[src/common/xadc_config.svh]
`ifndef XADC_CONFIG_SVH
`define XADC_CONFIG_SVH

////////////////////
// Packet geometry
////////////////////

// Five 12-bit results share one 64-bit packet
`define SAMPLES_PER_PACKET 5

// 16-bit FIFO words per packet
`define WORDS_PER_PACKET 4

////////////////////
// Frame and VMM limits
////////////////////

`define MAX_FRAME_WORDS 600   // Upper bound of one UDP frame
`define VMM_LAST 7            // Highest VMM number

`endif

[src/common/xadc_pkg.sv]
package xadc_pkg;

    typedef logic [11:0] adc_result_t;   // One ADC conversion
    typedef logic [4:0]  adc_channel_t;
    typedef logic [2:0]  vmm_sel_t;
    typedef logic [3:0]  vmm_id_t;       // 8 to 15 selects every VMM
    typedef logic [10:0] sample_cnt_t;
    typedef logic [17:0] delay_cnt_t;
    typedef logic [63:0] packet_t;       // Header nibble plus five results
    typedef logic [15:0] fifo_word_t;
    typedef logic [11:0] frame_len_t;    // Counted in 16-bit words

    ////////////////////
    // State machines
    ////////////////////

    typedef enum logic [2:0] {
        seq_idle, seq_start, seq_wait_sample, seq_delay, seq_wait_burst, seq_finish
    } seq_state_t;

    typedef enum logic [1:0] {
        chan_idle, chan_select, chan_wait, chan_report
    } chan_state_t;

    typedef enum logic [2:0] {
        wr_idle, wr_load, wr_send, wr_last, wr_gap, wr_hold
    } wr_state_t;

endpackage

[src/design/channel_reader.sv]
module channel_reader
(
    input  logic                   clk125,
    input  logic                   rst,
    input  logic                   sample_start,
    input  xadc_pkg::vmm_sel_t     vmm_sel,
    input  logic                   adc_done,
    input  xadc_pkg::adc_result_t  adc_result,
    output logic                   adc_start,
    output xadc_pkg::adc_channel_t adc_channel,
    output logic                   result_valid,
    output xadc_pkg::adc_result_t  result,
    output logic                   sample_done
);

    xadc_pkg::chan_state_t state;

    // Conversion result, valid with result_valid
    always_ff @(posedge clk125)
    begin
        if (state == xadc_pkg::chan_wait && adc_done)
            result <= adc_result;
    end

    always_ff @(posedge clk125)
    begin
        if (rst)
        begin
            state        <= xadc_pkg::chan_idle;
            adc_channel  <= '0;
            adc_start    <= 1'b0;
            result_valid <= 1'b0;
            sample_done  <= 1'b0;
        end
        else
        begin
            adc_start    <= 1'b0;
            result_valid <= 1'b0;
            sample_done  <= 1'b0;
            case (state)
                xadc_pkg::chan_idle:
                begin
                    if (sample_start)
                    begin
                        adc_channel <= {2'b00, vmm_sel};   // One channel per VMM
                        state       <= xadc_pkg::chan_select;
                    end
                end

                xadc_pkg::chan_select:
                begin
                    adc_start <= 1'b1;
                    state     <= xadc_pkg::chan_wait;
                end

                xadc_pkg::chan_wait:
                    if (adc_done)
                    begin
                        result_valid <= 1'b1;
                        state        <= xadc_pkg::chan_report;
                    end

                xadc_pkg::chan_report:
                begin
                    sample_done <= 1'b1;
                    state       <= xadc_pkg::chan_idle;
                end

                default: state <= xadc_pkg::chan_idle;
            endcase
        end
    end

endmodule

[src/design/xadc_sequencer.sv]
`include "xadc_config.svh"

module xadc_sequencer
(
    input  logic                  clk125,
    input  logic                  rst,
    input  logic                  data_in_rdy,
    input  xadc_pkg::vmm_id_t     vmm_id,
    input  xadc_pkg::sample_cnt_t sample_size,
    input  xadc_pkg::delay_cnt_t  delay_in,
    input  logic                  udp_done,
    input  logic                  sample_done,
    input  logic                  burst_done,
    output logic                  sample_start,
    output xadc_pkg::vmm_sel_t    vmm_sel,
    output logic                  sample_last,
    output logic                  xadc_busy
);

    xadc_pkg::seq_state_t  state;
    xadc_pkg::sample_cnt_t sample_cnt;
    xadc_pkg::sample_cnt_t sample_cnt_next;
    xadc_pkg::sample_cnt_t size_r;       // Latched sample_size
    xadc_pkg::delay_cnt_t  delay_r;      // Latched delay_in
    xadc_pkg::delay_cnt_t  delay_cnt;
    logic                  all_vmm;      // Command asked for every VMM

    assign sample_cnt_next = sample_cnt + 1'b1;

    always_ff @(posedge clk125)
    begin
        if (rst)
        begin
            state        <= xadc_pkg::seq_idle;
            sample_cnt   <= '0;
            delay_cnt    <= '0;
            size_r       <= '0;
            delay_r      <= '0;
            all_vmm      <= 1'b0;
            vmm_sel      <= '0;
            sample_start <= 1'b0;
            sample_last  <= 1'b0;
            xadc_busy    <= 1'b0;
        end
        else
        begin
            sample_start <= 1'b0;
            case (state)
                xadc_pkg::seq_idle:
                begin
                    if (data_in_rdy)
                    begin
                        // Take the command as it stands now
                        all_vmm    <= vmm_id[3];
                        vmm_sel    <= vmm_id[3] ? '0 : vmm_id[2:0];
                        size_r     <= sample_size;
                        delay_r    <= delay_in;
                        sample_cnt <= '0;
                        xadc_busy  <= 1'b1;
                        state      <= xadc_pkg::seq_start;
                    end
                end

                xadc_pkg::seq_start:
                begin
                    sample_start <= 1'b1;
                    sample_cnt   <= sample_cnt_next;
                    sample_last  <= (sample_cnt_next == size_r);
                    state        <= xadc_pkg::seq_wait_sample;
                end

                xadc_pkg::seq_wait_sample:
                begin
                    if (sample_done)
                    begin
                        if (sample_last)
                            state <= xadc_pkg::seq_wait_burst;
                        else if (delay_r == '0)
                            state <= xadc_pkg::seq_start;   // Back to back
                        else
                        begin
                            delay_cnt <= xadc_pkg::delay_cnt_t'(1);
                            state     <= xadc_pkg::seq_delay;
                        end
                    end
                end

                // Idle cycles between conversions
                xadc_pkg::seq_delay:
                begin
                    if (delay_cnt == delay_r)
                        state <= xadc_pkg::seq_start;
                    else
                        delay_cnt <= delay_cnt + 1'b1;
                end

                xadc_pkg::seq_wait_burst:
                begin
                    if (burst_done)
                    begin
                        sample_cnt <= '0;
                        if (all_vmm && vmm_sel != xadc_pkg::vmm_sel_t'(`VMM_LAST))
                        begin
                            vmm_sel <= vmm_sel + 1'b1;   // Next VMM in turn
                            state   <= xadc_pkg::seq_start;
                        end
                        else
                            state <= xadc_pkg::seq_finish;
                    end
                end

                // Hold busy until the host drops the command and the frame is out
                xadc_pkg::seq_finish:
                begin
                    if (!data_in_rdy && udp_done)
                    begin
                        xadc_busy <= 1'b0;
                        state     <= xadc_pkg::seq_idle;
                    end
                end

                default: state <= xadc_pkg::seq_idle;
            endcase
        end
    end

endmodule

[src/packer/packet_builder.sv]
`include "xadc_config.svh"

module packet_builder
(
    input  logic                  clk125,
    input  logic                  rst,
    input  logic                  result_valid,
    input  xadc_pkg::adc_result_t result,
    input  xadc_pkg::vmm_sel_t    vmm_sel,
    input  logic                  sample_last,
    input  logic                  packet_taken,
    output logic                  packet_ready,
    output xadc_pkg::packet_t     packet,
    output logic                  packet_last
);

    logic [2:0] slot;        // Next free 12-bit slot
    logic       close_pkt;

    // Full packet or final sample of the burst
    assign close_pkt = (slot == 3'(`SAMPLES_PER_PACKET - 1)) || sample_last;

    ////////////////////
    // Slot filling
    ////////////////////

    always_ff @(posedge clk125)
    begin
        if (rst)
        begin
            slot         <= '0;
            packet       <= '0;
            packet_ready <= 1'b0;
            packet_last  <= 1'b0;
        end
        else
        begin
            packet_ready <= 1'b0;

            // Writer is done with it, start from an empty packet
            if (packet_taken)
            begin
                packet      <= '0;
                packet_last <= 1'b0;
            end

            if (result_valid)
            begin
                packet[63:60]         <= {1'b0, vmm_sel};   // Header nibble
                packet[slot * 12 +: 12] <= result;
                if (close_pkt)
                begin
                    slot         <= '0;
                    packet_ready <= 1'b1;
                    packet_last  <= sample_last;
                end
                else
                    slot <= slot + 1'b1;
            end
        end
    end

endmodule

[src/packer/fifo_writer.sv]
`include "xadc_config.svh"

module fifo_writer
(
    input  logic                 clk125,
    input  logic                 rst,
    input  logic                 packet_ready,
    input  xadc_pkg::packet_t    packet,
    input  logic                 packet_last,
    output xadc_pkg::fifo_word_t fifo_bus,
    output logic                 data_fifo_enable,
    output xadc_pkg::frame_len_t packet_len,
    output logic                 end_of_data,
    output logic                 packet_taken,
    output logic                 burst_done
);

    xadc_pkg::wr_state_t  state;
    xadc_pkg::frame_len_t frame_len;   // Words in the current frame
    logic [1:0]           word_idx;    // Next word, 0 is the top one

    always_ff @(posedge clk125)
    begin
        if (rst)
        begin
            state            <= xadc_pkg::wr_idle;
            frame_len        <= '0;
            word_idx         <= '0;
            fifo_bus         <= '0;
            data_fifo_enable <= 1'b0;
            packet_len       <= '0;
            end_of_data      <= 1'b0;
            packet_taken     <= 1'b0;
            burst_done       <= 1'b0;
        end
        else
        begin
            packet_taken <= 1'b0;
            burst_done   <= 1'b0;
            case (state)
                xadc_pkg::wr_idle:
                    if (packet_ready)
                    begin
                        frame_len <= frame_len + xadc_pkg::frame_len_t'(`WORDS_PER_PACKET);
                        state     <= xadc_pkg::wr_load;
                    end

                xadc_pkg::wr_load:
                begin
                    packet_len       <= frame_len;
                    fifo_bus         <= packet[63:48];   // MSW first
                    data_fifo_enable <= 1'b1;
                    word_idx         <= 2'd1;
                    state            <= xadc_pkg::wr_send;
                end

                xadc_pkg::wr_send:
                begin
                    fifo_bus <= packet[(`WORDS_PER_PACKET - 1 - word_idx) * 16 +: 16];
                    word_idx <= word_idx + 1'b1;
                    if (word_idx == 2'(`WORDS_PER_PACKET - 1))
                    begin
                        // Frame closes on burst end or when full
                        end_of_data <= packet_last ||
                                       (frame_len >= xadc_pkg::frame_len_t'(`MAX_FRAME_WORDS));
                        state       <= xadc_pkg::wr_last;
                    end
                end

                ////////////////////
                // Wrap up
                ////////////////////

                xadc_pkg::wr_last:
                begin
                    data_fifo_enable <= 1'b0;
                    end_of_data      <= 1'b0;
                    packet_taken     <= 1'b1;
                    burst_done       <= packet_last;
                    if (end_of_data)
                        frame_len <= '0;   // New frame starts
                    state <= xadc_pkg::wr_gap;
                end

                xadc_pkg::wr_gap:  state <= xadc_pkg::wr_hold;
                xadc_pkg::wr_hold: state <= xadc_pkg::wr_idle;

                default: state <= xadc_pkg::wr_idle;
            endcase
        end
    end

endmodule

[src/design/xadc_readout_top.sv]
module xadc_readout_top
(
    input  logic                   clk125,
    input  logic                   rst,
    input  logic                   data_in_rdy,
    input  xadc_pkg::vmm_id_t      vmm_id,
    input  xadc_pkg::sample_cnt_t  sample_size,
    input  xadc_pkg::delay_cnt_t   delay_in,
    input  logic                   udp_done,
    input  logic                   adc_done,
    input  xadc_pkg::adc_result_t  adc_result,
    output logic                   adc_start,
    output xadc_pkg::adc_channel_t adc_channel,
    output xadc_pkg::fifo_word_t   fifo_bus,
    output logic                   data_fifo_enable,
    output xadc_pkg::frame_len_t   packet_len,
    output logic                   end_of_data,
    output logic                   xadc_busy
);

    logic                  sample_start;
    logic                  sample_last;
    logic                  sample_done;
    xadc_pkg::vmm_sel_t    vmm_sel;
    logic                  result_valid;
    xadc_pkg::adc_result_t result;
    logic                  packet_ready;
    logic                  packet_last;
    logic                  packet_taken;
    xadc_pkg::packet_t     packet;
    logic                  burst_done;

    // Command handling and VMM iteration
    xadc_sequencer u_seq
    (
        .clk125      (clk125),
        .rst         (rst),
        .data_in_rdy (data_in_rdy),
        .vmm_id      (vmm_id),
        .sample_size (sample_size),
        .delay_in    (delay_in),
        .udp_done    (udp_done),
        .sample_done (sample_done),
        .burst_done  (burst_done),
        .sample_start(sample_start),
        .vmm_sel     (vmm_sel),
        .sample_last (sample_last),
        .xadc_busy   (xadc_busy)
    );

    channel_reader u_chan
    (
        .clk125      (clk125),
        .rst         (rst),
        .sample_start(sample_start),
        .vmm_sel     (vmm_sel),
        .adc_done    (adc_done),
        .adc_result  (adc_result),
        .adc_start   (adc_start),
        .adc_channel (adc_channel),
        .result_valid(result_valid),
        .result      (result),
        .sample_done (sample_done)
    );

    ////////////////////
    // Packer
    ////////////////////

    packet_builder u_pkt
    (
        .clk125      (clk125),
        .rst         (rst),
        .result_valid(result_valid),
        .result      (result),
        .vmm_sel     (vmm_sel),
        .sample_last (sample_last),
        .packet_taken(packet_taken),
        .packet_ready(packet_ready),
        .packet      (packet),
        .packet_last (packet_last)
    );

    fifo_writer u_wr
    (
        .clk125          (clk125),
        .rst             (rst),
        .packet_ready    (packet_ready),
        .packet          (packet),
        .packet_last     (packet_last),
        .fifo_bus        (fifo_bus),
        .data_fifo_enable(data_fifo_enable),
        .packet_len      (packet_len),
        .end_of_data     (end_of_data),
        .packet_taken    (packet_taken),
        .burst_done      (burst_done)
    );

endmodule

[config.mk]
export PLATFORM = sky130hd
export DESIGN_NAME = xadc_readout_top
export DESIGN_NICKNAME = d
export VERILOG_FILES = /design/src/common/xadc_pkg.sv /design/src/design/channel_reader.sv /design/src/design/xadc_sequencer.sv /design/src/packer/packet_builder.sv /design/src/packer/fifo_writer.sv /design/src/design/xadc_readout_top.sv
export VERILOG_INCLUDE_DIRS = /design/src /design/src/common
export SDC_FILE = /design/constraint.sdc
export NUM_CORES = 1
export LEC_CHECK = 0
export BUFFER_PORTS_ARGS = -buffer_cell sky130_fd_sc_hd__buf_2
export CAP_MARGIN = 15
export CORE_ASPECT_RATIO = 1.75
export CORE_UTILIZATION = 46
export CTS_CLUSTER_DIAMETER = 50
export CTS_CLUSTER_SIZE = 24
export DETAILED_ROUTE_END_ITERATION = 12
export SLEW_MARGIN = 25
export SYNTH_ARGS = -nofsm -noshare
export SYNTH_HDL_FRONTEND = slang
export SYNTH_SLANG_ARGS = --single-unit
[constraint.sdc]
create_clock -name clk125 -period 4.34 [get_ports clk125]
set_input_delay 0.651 -clock clk125 [delete_from_list [all_inputs] [get_ports clk125]]
set_output_delay 0.651 -clock clk125 [all_outputs]
set_load 0.1 [all_outputs]
## Yosys cells after proc, flatten, opt, wreduce, memory -nomap -nowiden

Index checks and enable logic that the tools add are counted.

| word-level totals | value |
|---|---|
| flip-flop bits (word level) | 206 |
| word-level logic and storage cells | 163 |

| operators by class | value |
|---|---|
| add/sub/neg operators | 8 |
| $mul | 1 |
| $lt $le $gt $ge | 1 |
| equal/unequal tests | 31 |
| shift-type cells | 3 |
| muxes and demuxes | 53 |
| bitwise gates (word level) | 3 |
| reduce and logical (&&, ||, !) cells | 33 |

Operator list:

| kind | count |
|---|---|
| $mux 64 | 3 |
| $mux 18 | 4 |
| $bwmux 64 | 1 |
| $shift 12x34->64 const A | 1 |
| $shiftx 12x34->64 | 1 |
| $shiftx 64x33->16 | 1 |
| $mux 3 | 14 |
| $pmux 18 s2 | 1 |
| $neg 7->34 | 1 |
| $pmux 11 s3 | 1 |
| $pmux 16 s2 | 1 |
| $mux 12 | 2 |
| $pmux 12 s2 | 1 |
| $mux 11 | 2 |
| $add 18x1->18 const B | 1 |
| $eq 18x18->1 | 1 |
| $logic_not 18->1 | 1 |
| $pmux 3 s6 | 1 |
| $pmux 3 s5 | 1 |
| $ne 2x1->1 const B | 7 |
| $ne 2x2->1 const B | 7 |
| $reduce_bool 2->1 | 7 |
| $add 12x3->12 const B | 1 |
| $eq 3x2->1 const B | 4 |
| other kinds (30) | 68 |

## Longest topological paths before layout

| depth | value |
|---|---|
| depth after elaboration | 5 |
| mapped depth | 13 |
| depth with buffers taken out | 11 |

## Hierarchy

A second synthesis with hierarchy kept.

| second synthesis, totals | value |
|---|---|
| cell total of the unflattened synthesis | 1,190 |
| area total of the unflattened synthesis | 10,622.7 um^2 |

Modules (own cells, without submodules):

| module | instances | cells an instance | area each (um^2) | seq. area each (um^2) |
|---|---|---|---|---|
| packet_builder | 1 | 450 | 4,151.5 | 1,381.3 |
| xadc_sequencer | 1 | 452 | 3,487.1 | 1,361.3 |
| fifo_writer | 1 | 237 | 2,264.7 | 900.9 |
| channel_reader | 1 | 51 | 719.4 | 520.5 |

## Worst setup path before layout

No wires, ideal clock.

| timing | value |
|---|---|
| path kind | reg-to-reg |
| from | register u_pkt.slot[1] |
| to | register u_pkt.packet[36] |
| arrival | 2.989 ns |
| setup slack | 1.292 ns |
| cell stages (with the launch flop) | 12 |
| period minus slack after synthesis | 3.048 ns |
| cell sequence | dfxtp_1 > ha_1 > fa_1 > clkbuf_1 > nor3_1 > ha_1 > nand2_1 > a2111o_1 > a21boi_4 > o21ai_2 > a211oi_1 > a31o_1 |

| on the way | value |
|---|---|
| word-level cells in the longest chain between the ends | 5 |
| elaborated cells between the ends (all ways) | 6 |
| those cells by class | 1 x add/sub; 1 x mul; 2 x shift; 2 x mux |

Ends and longest elaborated chain:

| item | RTL line | source |
|---|---|---|
| start, declared | packet_builder.sv:17 | `logic [2:0] slot;` |
| start signal, assigned | packet_builder.sv:58 | `slot <= slot + 1'b1;` |
| $mul 3x2->5 (*) | packet_builder.sv:50 | `packet[slot * 12 +: 12] <= result;` |
| $neg 7->34 (*) | packet_builder.sv:50 |  |
| $shiftx 12x34->64 / $shift 12x34->64 (equally long branches) | packet_builder.sv:50 |  |
| $bwmux 64 (*) | packet_builder.sv:50 |  |
| $mux 64 (*) | packet_builder.sv:47 | `if (result_valid)` |
| end signal, assigned by index | packet_builder.sv:50 |  |
| end, declared | packet_builder.sv:13 | `output xadc_pkg::packet_t packet,` |

Every way passes the cells marked *; elsewhere a longest branch is shown, timed or not.
A chain may end at the register's enable or synchronous reset.

## Worst setup path in the final report

| timing | value |
|---|---|
| from | register u_pkt.slot[0] |
| to | register u_pkt.packet[56] |

The elaborated chain is that of the path after synthesis.

==> run metrics <==
leakage power=4.27 nW; Warnings, synthesis=0; outcome=finished clean; vias in the first global route=8782; DRC errors left=0; multi-input combinational cell area=5740 um^2; Buffers & Inverters on Critical Path=5; Site Rows=72; max-cap violations=0; RSZ-0062 raised after global routing=no; worst min path class=primary input to flip-flop; die area=23000 um^2; Post-CTS Setup Repair Bufs=0; largest net degree at the start of global routing=60; Longest Clk Path Bufs=3; cell family with most CP delay=buffers and inverters; fin crit share=0.840; Total Nets Final=1341; CTS clk-pin slew, worst paths=0.07 ns; CTS buffer count=19; Synth Area per Inst=8.36 um^2; worst hold path startpoint=adc_result[3]; fillcell total=2154; antenna-violating nets left=0; GRT met1 Usage=0.269; final WL=28900 um; Psw=1.45 mW; post-synthesis sequential area ratio=0.404; FF-to-FF End=u_pkt.packet[56]$_SDFF_PP0_; Hold Vio Cnt, Final=0; first drt pass iteration count=5; placeable core area=22100 um^2; internal cell power=3.16 mW; Simple-Gate Fraction of Synth Area=0.229; worst vdd ir=0.344 mV; post-detail-place hpwl=21200 um; via count=9087; initial antenna violation count=0; area grow syn2layout=12.0%; Synth Area in Adders=0.0238; io pins=87; Cells after Synth=1232; Combinational Power Share=0.169; Die H=200 um; Antenna diodes=0; mux contribution to synthesized area=0.0637; clk root buf=clkbuf_16; CP required=4.70 ns; Reg power frac=0.456; fraction of registers with async set/reset=0; busiest metal layer after global routing=met2; FF-to-FF setup slack=0.69 ns; CP most frequent cell=buf_4; Setup-failing EPs final=0; Chip Width=115 um; max incr delay on CP=0.49 ns; sum of negative setup slack=0 ns; Worst Hold End=u_chan.result[3]$_DFFE_PP_; share of layout cells above drive strength 1=0.132; Worst setup EP type=flip-flop; Starting Density=0.467; critical path class=flip-flop to flip-flop; Clk network pwr share=0.375; Hold Slack=0.324 ns; final core utilization=0.523; met3 Usage GRT=0.0287; switch share=0.315; EDFF count, synth=12; worst clock skew=0.0207 ns; Cell Chain, Critical Path=buf_4, inv_1, ha_1, buf_4, inv_1, nor3_1, o21ai_0, nor3_1, buf_4, nand3b_1, a21oi_1; synthesized area=10300 um^2; largest family of logic cells by synthesized area=simple AND/OR/NAND/NOR gates; TritonCTS clock tree=done; worst reg2reg startpoint=u_pkt.slot[0]$_SDFFE_PP0P_; CTS H-Tree Depth=1; DRT iter0 DRCs=521; final slew viol count=0; Critical Path AT=4.00 ns; post-synthesis sequential element count=202; first-pass GRT wire length=45700 um; crit path max fanout=57; Power Density=400 nW/um^2; Synth Area in Compound Gates=0.193; Least-Margin Pin Slew=1.05 ns; commonest register cell after synthesis=dfxtp_1; latest clock arrival within the worst-skew pair=0.51 ns; clock sink count=202; Slew HR=0.301; Post-Synth XOR/XNOR Area=0.0454; number of gates resized after CTS=0; Synth cell types=78; path depth of the worst reg2reg path=11; GRT Total Usage=0.255; crit start category=flip-flop; Hold Crit Depth=1; fmax=274 MHz; GR Overflow Total=0; GP Congestion=0.975; # port buffers=82; drt wl/cell=18.3 um; Reg area=4170 um^2; Final Critical Period=3.65 ns; Critical-path top delay cell=buf_4; vias per cell=5.75; cts hold-fix bufs=0; met2 usage=0.484
==> synthesized netlist by cell type (22+ instances only) <==
master      n  share of area
xor2_1     27          0.023
nand2_1   207          0.075
xnor2_1    22          0.019
a22oi_1    28          0.020
nand3_1    54          0.026
a21oi_1   146          0.071
clkbuf_1   58          0.021
nor3_1     22          0.011
dfxtp_1   190           0.37
nor2_1     78          0.028
o21ai_0    41          0.020
mux2i_1    24          0.023
==> area by class of cell <==
class                           count  area share
Clock buffer                       21      0.0418
Clock inverter                     12      0.0132
Inverter                           21     0.00683
Multi-Input combinational cell    928       0.498
Sequential cell                   202       0.361
Tap cell                          296      0.0321
Timing Repair Buffer              100      0.0475
==> power groups by stage <==
stage | registers, mW | clock network [mW] | logic (mW)
floorplan | 2.11 | 0 | 0.586
global placement | 2.14 | 0 | 0.767
detailed placement | 2.14 | 0 | 0.774
CTS | 2.10 | 1.78 | 0.779
global route | 2.11 | 1.84 | 0.864
finish | 2.10 | 1.73 | 0.780
==> cells by family (layout without fill, tap and decap cells) <==
kind of cell,count (synthesis),after routing
adder cells (fa/ha/maj),19,19
XOR/XNOR,51,51
flip-flops,202,202
other,1,4
multiplexers,45,45
AO/OA/AOI/OAI,315,315
buffers and inverters,105,154
AND/OR/NAND/NOR,494,494
==> cells in the final DEF, fill, tap and decap left out, types with 16 or more instances in the layout <==
master     netlist  layout
dfxtp_1        190     189
mux4_2          16      16
xnor2_1         22      22
clkbuf_16        0      19
buf_2            7      81
buf_4            4      19
mux2i_1         24      24
nand3_1         54      54
nor3_1          22      22
nor2b_1         16      16
o21ai_0         41      41
inv_1           21      21
nand2_1        207     206
ha_1            18      18
a22oi_1         28      28
a21oi_1        146     146
xor2_1          27      27
nor2_1          78      76
==> layer usage <==
| layer | share of wire | vias to the layer above |
|---|---|---|
| met5 | 0 | - |
| met4 | 0.054 | 0 |
| met3 | 0.038 | 88 |
| met2 | 0.53 | 221 |
| met1 | 0.37 | 4296 |
| li1 | - | 4482 |
==> state kept, by name, indices dropped and copies added (netlist names), 2 cells and up <==
signal	cells
u_seq.delay_cnt	18
u_pkt.slot	3
u_seq.state	3
u_chan.adc_channel	3
u_wr.frame_len	10
u_wr.state	3
u_wr.packet_len	10
u_seq.size_r	11
u_seq.delay_r	18
u_chan.state	2
u_chan.result	12
u_seq.sample_cnt	11
u_wr.fifo_bus	16
u_pkt.packet	64
u_seq.vmm_sel	3
u_wr.word_idx	2
==> through the flow <==
stage          cells  worst slack [ns]  total power [mW]  cell area, um^2
3_5_place_dp    1547             0.784              2.92            10900
2_1_floorplan   1235              1.29              2.70            10300
5_1_grt         1580             0.290              4.82            11500
4_1_cts         1580             0.775              4.66            11500
6_report        1580             0.695              4.61            11500
3_3_place_gp    1547             0.863              2.91            10900
==> how the worst max path moves through the flow <==
stage	cells after the start	startpoint	end
after floorplan	11	u_pkt.slot[1]$_SDFFE_PP0P_	u_pkt.packet[36]$_SDFF_PP0_
after global placement	11	u_pkt.slot[0]$_SDFFE_PP0P_	u_pkt.packet[56]$_SDFF_PP0_
after detailed placement	10	u_pkt.slot[0]$_SDFFE_PP0P_	u_pkt.packet[36]$_SDFF_PP0_
after CTS	11	u_pkt.slot[0]$_SDFFE_PP0P_	u_pkt.packet[59]$_SDFF_PP0_
after global routing	11	u_pkt.slot[0]$_SDFFE_PP0P_	u_pkt.packet[58]$_SDFF_PP0_
final	11	u_pkt.slot[0]$_SDFFE_PP0P_	u_pkt.packet[56]$_SDFF_PP0_
Power figures use the tool's default switching activity.
